==> config.mk <==
export PLATFORM = sky130hd
export DESIGN_NAME = dzMux
export DESIGN_NICKNAME = d
export VERILOG_FILES = /design/src/hw/dzPkg.sv /design/src/hw/dzCharTimer.sv /design/src/hw/dzIntr.sv /design/src/hw/dzMux.sv /design/src/hw/dzRegs.sv /design/src/hw/dzRxSilo.sv
export VERILOG_INCLUDE_DIRS = /design/src /design/src/hw
export SDC_FILE = /design/constraint.sdc
export NUM_CORES = 1
export LEC_CHECK = 0
export ABC_AREA = 1
export CELL_PAD_IN_SITES_DETAIL_PLACEMENT = 1
export CELL_PAD_IN_SITES_GLOBAL_PLACEMENT = 2
export CORE_AREA = 2 2 119 121
export CTS_CLUSTER_SIZE = 30
export DETAILED_ROUTE_END_ITERATION = 7
export DIE_AREA = 0 0 121 123
export DONT_BUFFER_PORTS = 1
export GPL_ROUTABILITY_DRIVEN = 0
export PLACE_DENSITY = 0.8
export SYNTH_ARGS = -nofsm -noshare
export SYNTH_HDL_FRONTEND = slang
export SYNTH_SLANG_ARGS = --single-unit
==> constraint.sdc <==
create_clock -name clk -period 4.7 [get_ports clk]
set_input_delay 0.235 -clock clk [delete_from_list [all_inputs] [get_ports clk]]
set_output_delay 0.235 -clock clk [all_outputs]
set_load 0.1 [all_outputs]
==> src/hw/dzMux_defines.svh <==
//////////////////////////////
// Serial multiplexer sizes and APB register map
//////////////////////////////

`ifndef DZMUX_DEFINES_SVH
`define DZMUX_DEFINES_SVH

// Receive silo entries
`define DZ_SILO_DEPTH 8
// Clock cycles in one character time
`define DZ_CHAR_CYCLES 12
// Serial lines served by the mux
`define DZ_LINES 4

// Register byte addresses
`define DZ_ADDR_CSR 0
`define DZ_ADDR_RBUF 4
`define DZ_ADDR_TDR 8

`endif

==> src/hw/dzPkg.sv <==
//////////////////////////////
// Register layouts shared by the multiplexer blocks
//////////////////////////////

`default_nettype none

package dzPkg;

   // CSR view of a bus word
   typedef struct packed {
      logic       trdy;
      logic       tie;
      logic [5:0] rsvdHi;
      logic       rrdy;
      logic       rie;
      logic       mse;
      logic       clr;
      logic [3:0] rsvdLo;
   } dzCsr_t;

   // RBUF view, also the silo entry format
   typedef struct packed {
      logic       valid;
      logic       overrun;
      logic [3:0] rsvd;
      logic [1:0] line;
      logic [7:0] char;
   } dzRbuf_t;

   // TDR view
   typedef struct packed {
      logic [5:0] rsvd;
      logic [1:0] line;
      logic [7:0] char;
   } dzTdr_t;

   // One write word, meaning picked by address
   typedef union packed {
      dzCsr_t csr;
      dzTdr_t tdr;
   } dzWord_u;

   // Request machine states
   localparam logic [2:0] stIdle = 3'd0;
   localparam logic [2:0] stAct  = 3'd1;
   localparam logic [2:0] stWait = 3'd2;
   localparam logic [2:0] stDone = 3'd3;

   // Arbiter states
   localparam logic [2:0] arbIdle     = 3'd0;
   localparam logic [2:0] arbIack     = 3'd1;
   localparam logic [2:0] arbVectRead = 3'd2;
   localparam logic [2:0] arbVectClr  = 3'd3;
   localparam logic [2:0] arbRxDone   = 3'd4;
   localparam logic [2:0] arbTxDone   = 3'd5;

endpackage

`default_nettype wire

==> src/hw/dzCharTimer.sv <==
//////////////////////////////
// Character timer, paces one transmit per character time
//////////////////////////////

`timescale 1ns/1ps
`default_nettype none

`include "dzMux_defines.svh"

module dzCharTimer (
   input  logic                         clk,
   input  logic                         rst,
   input  logic                         clr,
   input  logic                         load,
   input  logic [$clog2(`DZ_LINES)-1:0] lineIn,
   input  logic [7:0]                   charIn,
   output logic                         busy,
   output logic                         txValid,
   output logic [$clog2(`DZ_LINES)-1:0] txLine,
   output logic [7:0]                   txChar
);

   localparam int CntW = $clog2(`DZ_CHAR_CYCLES);

   logic [CntW-1:0] count;

   // Character held for the whole character time
   always_ff @(posedge clk)
   begin
      if (load)
      begin
         txLine <= lineIn;
         txChar <= charIn;
      end
   end

   always_ff @(posedge clk or posedge rst)
   begin
      if (rst)
      begin
         busy    <= 1'b0;
         txValid <= 1'b0;
         count   <= '0;
      end
      else if (clr)
      begin
         // Pending character is abandoned
         busy    <= 1'b0;
         txValid <= 1'b0;
         count   <= '0;
      end
      else
      begin
         txValid <= 1'b0;
         if (load)
         begin
            busy  <= 1'b1;
            count <= CntW'(`DZ_CHAR_CYCLES - 1);
         end
         // Busy stays up through the pulse cycle
         else if (txValid)
            busy <= 1'b0;
         else if (busy)
         begin
            if (count == '0)
               txValid <= 1'b1;
            else
               count <= count - 1'b1;
         end
      end
   end

   // Register block filters TDR writes while busy
   assert property (@(posedge clk) disable iff (rst) load |-> !busy)
      else $error("timer loaded while busy");

endmodule

`default_nettype wire

==> src/hw/dzIntr.sv <==
//////////////////////////////
// Receive and transmit interrupt machines
// Arbiter commits to a vector at acknowledge
//////////////////////////////

`timescale 1ns/1ps
`default_nettype none

module dzIntr
   import dzPkg::*;
(
   input  logic clk,
   input  logic rst,
   input  logic clr,
   input  logic iack,
   input  logic vectRead,
   input  logic rie,
   input  logic rrdy,
   input  logic rbufRead,
   input  logic tie,
   input  logic trdy,
   input  logic tdrWrite,
   output logic rxIntr,
   output logic txIntr,
   output logic rxVector
);

   logic [2:0] rxState;
   logic [2:0] txState;
   logic [2:0] arbState;
   logic       rxClr;
   logic       txClr;

   // Common request sequence, set then served then done by the CPU
   function automatic logic [2:0] reqNext(input logic [2:0] state,
                                          input logic       set,
                                          input logic       served,
                                          input logic       done);
      reqNext = state;
      case (state)
         stIdle:
            if (set)
               reqNext = stAct;
         stAct:
            if (served)
               reqNext = stWait;
         stWait:
            if (done)
               reqNext = stDone;
         stDone:
            if (!done)
               reqNext = stIdle;
         default:
            reqNext = stIdle;
      endcase
   endfunction

   //////////////////////////////
   // Request machines
   //////////////////////////////

   always_ff @(posedge clk or posedge rst)
   begin
      if (rst)
      begin
         rxState <= stIdle;
         txState <= stIdle;
      end
      else if (clr)
      begin
         rxState <= stIdle;
         txState <= stIdle;
      end
      else
      begin
         // RBUF read retires a receive request
         rxState <= reqNext(rxState, rrdy & rie, rxClr, rbufRead);
         // TDR write retires a transmit request
         txState <= reqNext(txState, trdy & tie, txClr, tdrWrite);
      end
   end

   // Enable masks the output only, state is kept
   assign rxIntr = (rxState == stAct) & rie;
   assign txIntr = (txState == stAct) & tie;

   //////////////////////////////
   // Arbiter
   //////////////////////////////

   always_ff @(posedge clk or posedge rst)
   begin
      if (rst)
      begin
         arbState <= arbIdle;
         rxVector <= 1'b0;
      end
      else if (clr)
      begin
         arbState <= arbIdle;
         rxVector <= 1'b0;
      end
      else
      begin
         case (arbState)
            arbIdle:
               if ((rxState == stAct) || (txState == stAct))
                  arbState <= arbIack;
            arbIack:
               if (iack)
               begin
                  // Receive wins if it is up by now
                  rxVector <= rxIntr;
                  arbState <= arbVectRead;
               end
            arbVectRead:
               if (vectRead)
                  arbState <= arbVectClr;
            arbVectClr:
               if (!vectRead)
                  arbState <= rxVector ? arbRxDone : arbTxDone;
            arbRxDone,
            arbTxDone:
               arbState <= arbIdle;
            default:
               arbState <= arbIdle;
         endcase
      end
   end

   // One-cycle clear of the machine that was served
   assign rxClr = (arbState == arbRxDone);
   assign txClr = (arbState == arbTxDone);

   // RBUF read and TDR write are separate bus cycles
   assert property (@(posedge clk) disable iff (rst)
                    !((rxState == stDone) && (txState == stDone)))
      else $error("both interrupt machines done together");

endmodule

`default_nettype wire

==> src/hw/dzMux.sv <==
//////////////////////////////
// Serial line multiplexer top level
//////////////////////////////

`timescale 1ns/1ps
`default_nettype none

`include "dzMux_defines.svh"

module dzMux
   import dzPkg::*;
(
   input  logic                         clk,
   input  logic                         rst,
   // APB
   input  logic                         psel,
   input  logic                         penable,
   input  logic                         pwrite,
   input  logic [3:0]                   paddr,
   input  logic [15:0]                  pwdata,
   output logic [15:0]                  prdata,
   output logic                         pready,
   output logic                         pslverr,
   // Assembled receive characters
   input  logic                         rxValid,
   input  logic [$clog2(`DZ_LINES)-1:0] rxLine,
   input  logic [7:0]                   rxChar,
   // Whole transmit characters
   output logic                         txValid,
   output logic [$clog2(`DZ_LINES)-1:0] txLine,
   output logic [7:0]                   txChar,
   // Interrupt handshake
   input  logic                         iack,
   input  logic                         vectRead,
   output logic                         rxIntr,
   output logic                         txIntr,
   output logic                         rxVector
);

   dzRbuf_t    head;
   logic       notEmpty;
   logic       pop;
   logic       busy;
   logic       load;
   logic [1:0] txLineIn;
   logic [7:0] txCharIn;
   logic       clrPulse;
   logic       rie;
   logic       tie;
   logic       mse;
   logic       rrdy;
   logic       trdy;
   logic       rbufRead;
   logic       tdrWrite;
   logic       rxPush;

   // Characters are taken only while the scanner is on
   assign rxPush = rxValid & mse;

   dzRegs i_regs (
      .clk      (clk),
      .rst      (rst),
      .psel     (psel),
      .penable  (penable),
      .pwrite   (pwrite),
      .paddr    (paddr),
      .pwdata   (pwdata),
      .prdata   (prdata),
      .pready   (pready),
      .pslverr  (pslverr),
      .head     (head),
      .notEmpty (notEmpty),
      .pop      (pop),
      .busy     (busy),
      .load     (load),
      .txLineIn (txLineIn),
      .txCharIn (txCharIn),
      .clrPulse (clrPulse),
      .rie      (rie),
      .tie      (tie),
      .mse      (mse),
      .rrdy     (rrdy),
      .trdy     (trdy),
      .rbufRead (rbufRead),
      .tdrWrite (tdrWrite)
   );

   dzRxSilo i_silo (
      .clk      (clk),
      .rst      (rst),
      .clr      (clrPulse),
      .push     (rxPush),
      .line     (rxLine),
      .char     (rxChar),
      .pop      (pop),
      .head     (head),
      .notEmpty (notEmpty)
   );

   dzCharTimer i_timer (
      .clk      (clk),
      .rst      (rst),
      .clr      (clrPulse),
      .load     (load),
      .lineIn   (txLineIn),
      .charIn   (txCharIn),
      .busy     (busy),
      .txValid  (txValid),
      .txLine   (txLine),
      .txChar   (txChar)
   );

   dzIntr i_intr (
      .clk      (clk),
      .rst      (rst),
      .clr      (clrPulse),
      .iack     (iack),
      .vectRead (vectRead),
      .rie      (rie),
      .rrdy     (rrdy),
      .rbufRead (rbufRead),
      .tie      (tie),
      .trdy     (trdy),
      .tdrWrite (tdrWrite),
      .rxIntr   (rxIntr),
      .txIntr   (txIntr),
      .rxVector (rxVector)
   );

endmodule

`default_nettype wire

==> src/hw/dzRegs.sv <==
//////////////////////////////
// APB register file: CSR, RBUF and TDR decode
// Holds the enables and makes the master clear pulse
//////////////////////////////

`timescale 1ns/1ps
`default_nettype none

`include "dzMux_defines.svh"

module dzRegs
   import dzPkg::*;
(
   input  logic        clk,
   input  logic        rst,
   // APB slave
   input  logic        psel,
   input  logic        penable,
   input  logic        pwrite,
   input  logic [3:0]  paddr,
   input  logic [15:0] pwdata,
   output logic [15:0] prdata,
   output logic        pready,
   output logic        pslverr,
   // Silo side
   input  dzRbuf_t     head,
   input  logic        notEmpty,
   output logic        pop,
   // Timer side
   input  logic        busy,
   output logic        load,
   output logic [1:0]  txLineIn,
   output logic [7:0]  txCharIn,
   // Control and status to the other blocks
   output logic        clrPulse,
   output logic        rie,
   output logic        tie,
   output logic        mse,
   output logic        rrdy,
   output logic        trdy,
   output logic        rbufRead,
   output logic        tdrWrite
);

   logic    access;
   logic    isCsr;
   logic    isRbuf;
   logic    isTdr;
   logic    csrWr;
   dzWord_u wr;
   dzCsr_t  csrRd;

   //////////////////////////////
   // Access decode
   //////////////////////////////

   // Second cycle of a transfer, zero wait states
   assign access = psel & penable;
   assign pready = 1'b1;

   assign isCsr  = (paddr == 4'(`DZ_ADDR_CSR));
   assign isRbuf = (paddr == 4'(`DZ_ADDR_RBUF));
   assign isTdr  = (paddr == 4'(`DZ_ADDR_TDR));

   assign wr = pwdata;

   assign csrWr    = access & pwrite & isCsr;
   assign rbufRead = access & ~pwrite & isRbuf;
   assign tdrWrite = access & pwrite & isTdr;

   // Silo guards itself against a pop while empty
   assign pop = rbufRead;

   // Only an idle timer accepts a character
   assign load     = tdrWrite & ~busy;
   assign txLineIn = wr.tdr.line;
   assign txCharIn = wr.tdr.char;

   // Unknown address or a TDR write that gets dropped
   assign pslverr = access & (~(isCsr | isRbuf | isTdr) | (tdrWrite & busy));

   //////////////////////////////
   // CSR bits
   //////////////////////////////

   always_ff @(posedge clk or posedge rst)
   begin
      if (rst)
      begin
         rie <= 1'b0;
         tie <= 1'b0;
         mse <= 1'b0;
      end
      else if (csrWr)
      begin
         // Master clear also drops the enables
         rie <= wr.csr.rie & ~wr.csr.clr;
         tie <= wr.csr.tie & ~wr.csr.clr;
         mse <= wr.csr.mse & ~wr.csr.clr;
      end
   end

   // Clear is held through reset, then one cycle per CLR write
   always_ff @(posedge clk or posedge rst)
   begin
      if (rst)
         clrPulse <= 1'b1;
      else
         clrPulse <= csrWr & wr.csr.clr;
   end

   // Status is live only while the scanner is enabled
   assign rrdy = mse & notEmpty;
   assign trdy = mse & ~busy;

   //////////////////////////////
   // Read data
   //////////////////////////////

   always_comb
   begin
      csrRd      = '0;
      csrRd.rrdy = rrdy;
      csrRd.rie  = rie;
      csrRd.mse  = mse;
      csrRd.trdy = trdy;
      csrRd.tie  = tie;
   end

   always_comb
   begin
      prdata = '0;
      if (isCsr)
         prdata = csrRd;
      else if (isRbuf)
         prdata = head;
   end

endmodule

`default_nettype wire

==> src/hw/dzRxSilo.sv <==
//////////////////////////////
// Receive silo, circular FIFO with sticky overrun
//////////////////////////////

`timescale 1ns/1ps
`default_nettype none

`include "dzMux_defines.svh"

module dzRxSilo
   import dzPkg::*;
(
   input  logic                         clk,
   input  logic                         rst,
   input  logic                         clr,
   input  logic                         push,
   input  logic [$clog2(`DZ_LINES)-1:0] line,
   input  logic [7:0]                   char,
   input  logic                         pop,
   output dzRbuf_t                      head,
   output logic                         notEmpty
);

   localparam int PtrW = $clog2(`DZ_SILO_DEPTH);
   localparam int CntW = $clog2(`DZ_SILO_DEPTH + 1);

   dzRbuf_t         mem [`DZ_SILO_DEPTH];
   logic [PtrW-1:0] wrPtr;
   logic [PtrW-1:0] rdPtr;
   logic [CntW-1:0] count;
   logic            ovr;
   logic            full;
   logic            doPush;
   logic            doPop;

   assign full     = (count == CntW'(`DZ_SILO_DEPTH));
   assign notEmpty = (count != '0);
   // A full silo drops the new character
   assign doPush   = push & ~full;
   assign doPop    = pop & notEmpty;

   // Storage, no reset
   always_ff @(posedge clk)
   begin
      if (doPush)
      begin
         mem[wrPtr]         <= '0;
         mem[wrPtr].valid   <= 1'b1;
         mem[wrPtr].line    <= line;
         mem[wrPtr].char    <= char;
      end
   end

   always_ff @(posedge clk or posedge rst)
   begin
      if (rst)
      begin
         wrPtr <= '0;
         rdPtr <= '0;
         count <= '0;
         ovr   <= 1'b0;
      end
      else if (clr)
      begin
         wrPtr <= '0;
         rdPtr <= '0;
         count <= '0;
         ovr   <= 1'b0;
      end
      else
      begin
         if (doPush)
            wrPtr <= (wrPtr == PtrW'(`DZ_SILO_DEPTH - 1)) ? '0 : wrPtr + 1'b1;
         if (doPop)
            rdPtr <= (rdPtr == PtrW'(`DZ_SILO_DEPTH - 1)) ? '0 : rdPtr + 1'b1;
         if (doPush & ~doPop)
            count <= count + 1'b1;
         else if (doPop & ~doPush)
            count <= count - 1'b1;
         // Lost character flags the next entry read out
         ovr <= (ovr & ~doPop) | (push & full);
      end
   end

   // Empty silo reads as all zero
   always_comb
   begin
      head = '0;
      if (notEmpty)
      begin
         head         = mem[rdPtr];
         head.overrun = ovr;
      end
   end

   assert property (@(posedge clk) disable iff (rst) count <= CntW'(`DZ_SILO_DEPTH))
      else $error("silo count above depth");

   assert property (@(posedge clk) disable iff (rst)
                    (pop && !notEmpty && !push && !clr) |=> (count == '0))
      else $error("pop on empty silo moved the count");

endmodule

`default_nettype wire

==> results.toml, run 1 <==
[final_layout]
final_common_cell = "edfxtp_1"
final_util_pct = 50.0
drive_gt1_share_pct = 13.5
nFillCells = 1474
final_cell_mix = "edfxtp_1 (98), nor2_1 (92), o21ai_0 (58), inv_1 (55), nand2_1 (46)"
regArea_um2 = 3670
nets = 627
syn_to_final_growth_pct = 16.2
multi_input_area_um2 = 1870
n_antenna_cell = 0

[drt]
drc_errors = 0
dr.pass1.iters = 4
vias = 4076
ant_nets = 0
drt_iter0_markers = 223
wl_per_cell_um = 18.4
via_per_inst = 5.32
drt_wl_total_um = 14100

[worst_setup_path]
reg2regPathDepth = 6
startpoint = "i_silo.rdPtr[0]"
critPathArrivalTime_ns = 3.21
path_class = "reg -> out"
critPathLaunchType = "register"
cp_max_fo = 46
crit_end = "prdata[4]"
r2r-start = "i_silo.count[3]"
crit_required_ns = 4.47
r2r_slack_ns = 2.19
end_kind = "primary output"
rr_endpoint = "i_silo.mem[0][7]"

[synthesis]
async_flop_share_pct = 22.8
syn_area_um2 = 5860
syn_avg_cell_area_um2 = 10.6
yosysUniqueCellTypes = 40
synthFlopType = "edfxtp_1"
ys_seq_area_share_pct = 62.7
synth_warnings = 0
synthCells = 551
synth_seq_cells = 127
synth_edf_count = 98

[sta]
min_period_ns = 3.45
worstMarginPinSlew_ns = 1.19
relSlewSlack_pct = 20.7
rsz0062_at_grt = "false"
setup_tns_ns = 0
hold_viol = 0
fmax_mhz = 290
setup_viol = 0
skew_ns = 0.00995
slew_viol_final = 0
whs_ns = 0.0366
period_share_pct = 73.3

[cts]
cts_setup_buffers = 0
clock_path_buffers = 2
cts_root_buf = "clkbuf_16"
clkTransAtPathRegs_ns = 0.05
clock_sinks = 127
htreeDepth = 4
cts_made_buffers = 17
cts_tree = "built"
cts_resized = 0
worstSkewPairLatency_ns = 0.41

[outcome]
status = "finished, final reports clean"

[grt]
grt_max_degree = 47
grt_pass1_wl_um = 22900
track_usage_pct = 20.7
grt.overflow.total = 0
antenna_found_initial = 0
grt_pass1_vias = 4435

[floorplan]
die_area_um2 = 14900
die_h_um = 123
rows = 43
core-area_um2 = 13600
start_util_pct = 43.0
io-pin-count = 70
fp.dieW_um = 121

[worst_hold_path]
holdCritPathClass = "in -> reg"
min_from = "vectRead"
whs_path_depth = 3

[placed_design]
dp_hpwl_um = 9090
port_buffers = 0

[pwr]
leakage_nw = 2.69
vdd_drop_max_mv = 0.280
finalPower_w = 0.00400
power_density_nw_per_um2 = 588

[flow_run]
maxCapViolCount = 0
## worst min path at each step
stage,endpoint,slack [ns]
3_3_place_gp,i_intr.rxVector,0.23
4_1_cts,i_intr.arbState[2],0.02
6_report,i_intr.arbState[2],0.04
3_5_place_dp,i_silo.count[1],0.24
5_1_grt,i_silo.ovr,0.05
2_1_floorplan,i_intr.arbState[0],0.31
## final cells by class
class                           count  area share (%)
Multi-Input combinational cell    341            27.5
Inverter                           61            3.37
Clock inverter                      8            1.73
Clock buffer                       24            6.79
Tap cell                          180            3.31
Sequential cell                   127            54.0
Timing Repair Buffer               25            3.31
## worst max-delay path: stages (launching register included)
cell and delay [ns]:
dfrtp_2 0.71, inv_2 0.75, o21ai_0 0.18, o22ai_1 0.16, o21ai_0 0.13, nor2_2 0.84
## repair_timing
action	CTS	global route
endpoints found under the setup margin	0	0
hold buffers	15	0
endpoints found under the hold margin	43	0
## per-stage QoR
stage,std cells,setup slack (ns),instance area (um2)
floorplan,554,1.66,5870
global placement,719,1.73,6070
detailed placement,719,1.66,6070
CTS,766,1.21,6800
global route,766,1.06,6800
finish,766,1.25,6800
## cells by family after synthesis
logic type / Yosys count / synth area share, %
AND/OR/NAND/NOR: 196 / 15.1
flip-flops: 127 / 62.7
adder cells (fa/ha/maj): 16 / 3.55
XOR/XNOR: 4 / 0.598
other: 2 / 0.128
AO/OA/AOI/OAI: 120 / 11.7
buffers and inverters: 86 / 6.26
## cell usage after synthesis (6+ instances only)
cell,number,area share (%)
o21ai_0,60,5.1
ha_1,15,3.2
nand2_1,46,2.9
buf_4,6,0.77
a21oi_1,9,0.77
inv_2,6,0.38
buf_2,10,0.85
o211ai_1,10,1.3
clkbuf_1,7,0.45
nand3_1,21,1.8
nor2_1,99,6.3
edfxtp_1,98,50
dfrtp_1,28,12
inv_1,55,3.5
o21ai_1,18,1.5
o22ai_1,16,1.7
## registers in the layout, summed over array words and instances (netlist names), 2 cells and up
register and cells:
i_intr.rxState 2, i_timer.count 4, i_intr.txState 2, i_silo.wrPtr 3, i_silo.count 4, i_timer.txLine 2
i_intr.arbState 3, i_timer.txChar 8, i_silo.mem 88, i_silo.rdPtr 3
## routing by layer
layer  wire (um)  share of wire, %  global-route usage [%]
met4         271               1.9                    8.79
met3         559               4.0                    4.80
met5           0                 0                       0
met1        6090                43                    24.7
met2        7220                51                    36.0
## where the power goes
| part | switching (W) | internal [W] |
|---|---|---|
| Combinational | 0.000740 | 0.000323 |
| Sequential | 0.000192 | 0.00145 |
| Clock | 0.000457 | 0.000844 |
Power figures use the tool's default switching activity.
==> run 2: changes to the inputs <==
--- a/config.mk
+++ b/config.mk
@@ -9,13 +9,13 @@
 export ABC_AREA = 1
 export CELL_PAD_IN_SITES_DETAIL_PLACEMENT = 1
 export CELL_PAD_IN_SITES_GLOBAL_PLACEMENT = 2
-export CORE_AREA = 2 2 119 121
+export CORE_AREA = 2 2 123 125
 export CTS_CLUSTER_SIZE = 30
 export DETAILED_ROUTE_END_ITERATION = 7
-export DIE_AREA = 0 0 121 123
+export DIE_AREA = 0 0 125 127
 export DONT_BUFFER_PORTS = 1
 export GPL_ROUTABILITY_DRIVEN = 0
-export PLACE_DENSITY = 0.8
+export PLACE_DENSITY = 0.76
 export SYNTH_ARGS = -nofsm -noshare
 export SYNTH_HDL_FRONTEND = slang
 export SYNTH_SLANG_ARGS = --single-unit
==> constraint.sdc (replaced) <==
create_clock -name clk -period 3.5 [get_ports clk]
set_input_delay 0.175 -clock clk [delete_from_list [all_inputs] [get_ports clk]]
set_output_delay 0.175 -clock clk [all_outputs]
set_load 0.1 [all_outputs]
==> results.toml, run 2 (synthesis results as in run 1) <==
[outcome]
status = "finished, final reports clean"

[grt]
grt_pass1_wl_um = 24600
groute.layer.met2.usage_pct = 35.8
antenna_found_initial = 0
grt_max_degree = 47
track_usage_pct = 20.3
use_met1_pct = 24.1
grtUsageMet3_pct = 4.48
grt.overflow.total = 0
grt.busiest_layer = "met2"
grt_pass1_vias = 4604

[cts]
cts_made_buffers = 17
cts_root_buf = "clkbuf_16"
clock_path_buffers = 2
clkTransAtPathRegs_ns = 0.06
cts_tree = "built"
worstSkewPairLatency_ns = 0.42
clock_sinks = 127
htreeDepth = 4

[sta]
relSlewSlack_pct = 24.2
min_period_ns = 2.76
period_share_pct = 78.8
setup_viol = 0
skew_ns = 0.00936
rsz0062_at_grt = "false"
hold_viol = 0
whs_ns = 0.0569
slew_viol_final = 0
fmax_mhz = 363
setup_slack_ns = 0.743
worstMarginPinSlew_ns = 1.14
setup_tns_ns = 0

[flow_run]
maxCapViolCount = 0

[final_layout]
n_antenna_cell = 0
largest_register = "i_silo.mem"
syn_to_final_growth_pct = 17.8
drive_gt1_share_pct = 16.2
final_cells = 784
largestRegisters = "i_silo.mem: 88 flops, i_timer.txChar: 8 flops"
nets = 641
largest_reg_flops = 88
nFillCells = 1575
final_util_pct = 47.8
final_cell_mix = "edfxtp_1 (98), nor2_1 (92), o21ai_0 (58), inv_1 (55), nand2_1 (46)"
final_common_cell = "edfxtp_1"

[worst_setup_path]
critPathLaunchType = "register"
critPathArrivalTime_ns = 2.58
cp_max_fo = 13
crit_required_ns = 3.32
path_class = "reg -> out"
end_kind = "primary output"

[drt]
vias = 4184
ant_nets = 0
dr.pass1.iters = 4
drc_errors = 0
wl_per_cell_um = 19.0
drt_wl_total_um = 14900
via_per_inst = 5.34
drt_iter0_markers = 187

[pwr]
leakage_nw = 2.74
vdd_drop_max_mv = 0.429
power_density_nw_per_um2 = 768

[floorplan]
core-area_um2 = 14400
start_util_pct = 40.6
rows = 44
die_area_um2 = 15900
io-pin-count = 70
die_h_um = 127
fp.dieW_um = 125

[placed_design]
dp_hpwl_um = 9760
numPlacedInstances = 735
preCtsSetupSlack_ns = 1.12
port_buffers = 0

[worst_hold_path]
holdCritPathClass = "in -> reg"
-- run 2: cell count changes in the layout (fill, tap and decap cells not counted), sizes merged --
cell         before  now
buf              10   22
bufinv            3    1
clkbuf           24   18
clkinv            5    7
clkinvlp          0    5
dlygate4sd3      15   17
inv              61   62
-- run 2: metal layers --
metal  vias to the layer above  share of wire [%]
li1                       1961                  -
met1                      2122                 42
met2                        80                 52
met3                        21                3.7
met4                         0                2.0
met5                         -                  0
-- run 2: final timing paths --
path,from,endpoint,slack (ns),depth (start not counted)
worst min register to register,i_intr.arbState[2],i_intr.arbState[2],0.50,1
worst min-delay path,vectRead,i_intr.arbState[0],0.06,3
max in group asynchronous,rst,i_regs.clrPulse,2.87,3
worst max register to register,i_silo.count[3],i_silo.mem[1][0],1.13,6
min in group asynchronous,rst,i_intr.arbState[1],0.29,3
worst max-delay path,i_silo.rdPtr[2],prdata[7],0.74,4
-- run 2: cell type report --
cell class                 instances  area [um2]  area share, %
timing repair buffer              39         335           4.86
tap                              184         230           3.34
inverter                          61         229           3.32
clock buffer                      18         439           6.37
sequential                       127        3670           53.2
clock inverter                    14         119           1.72
multi-input combinational        341        1870           27.2
-- run 2: worst max-delay path, stage by stage (launching register included) --
cell and delay (ns):
dfrtp_1 0.78, inv_1 0.45, o211ai_1 0.22, nand3_1 0.20
o21ai_2 0.50
-- run 2: where the power goes --
group / leakage (nW) / internal (W) / switching, W
clock network: 0.264 / 0.000989 / 0.000664
registers: 1.25 / 0.00194 / 0.000223
logic: 1.22 / 0.000446 / 0.00104
total: 2.74 / 0.00338 / 0.00192
-- run 2: stage by stage --
step	instance area [um2]	total power [W]
after global routing	6900	0.00565
after global placement	6170	0.00359
final	6900	0.00530
after CTS	6900	0.00536
after detailed placement	6170	0.00367
after floorplan	5870	0.00329
-- run 2: repair_timing --
action	in CTS	in global routing
resized for setup	0	0
buffers inserted	0	0
hold buffers	17	0
endpoints found under the hold margin	45	0
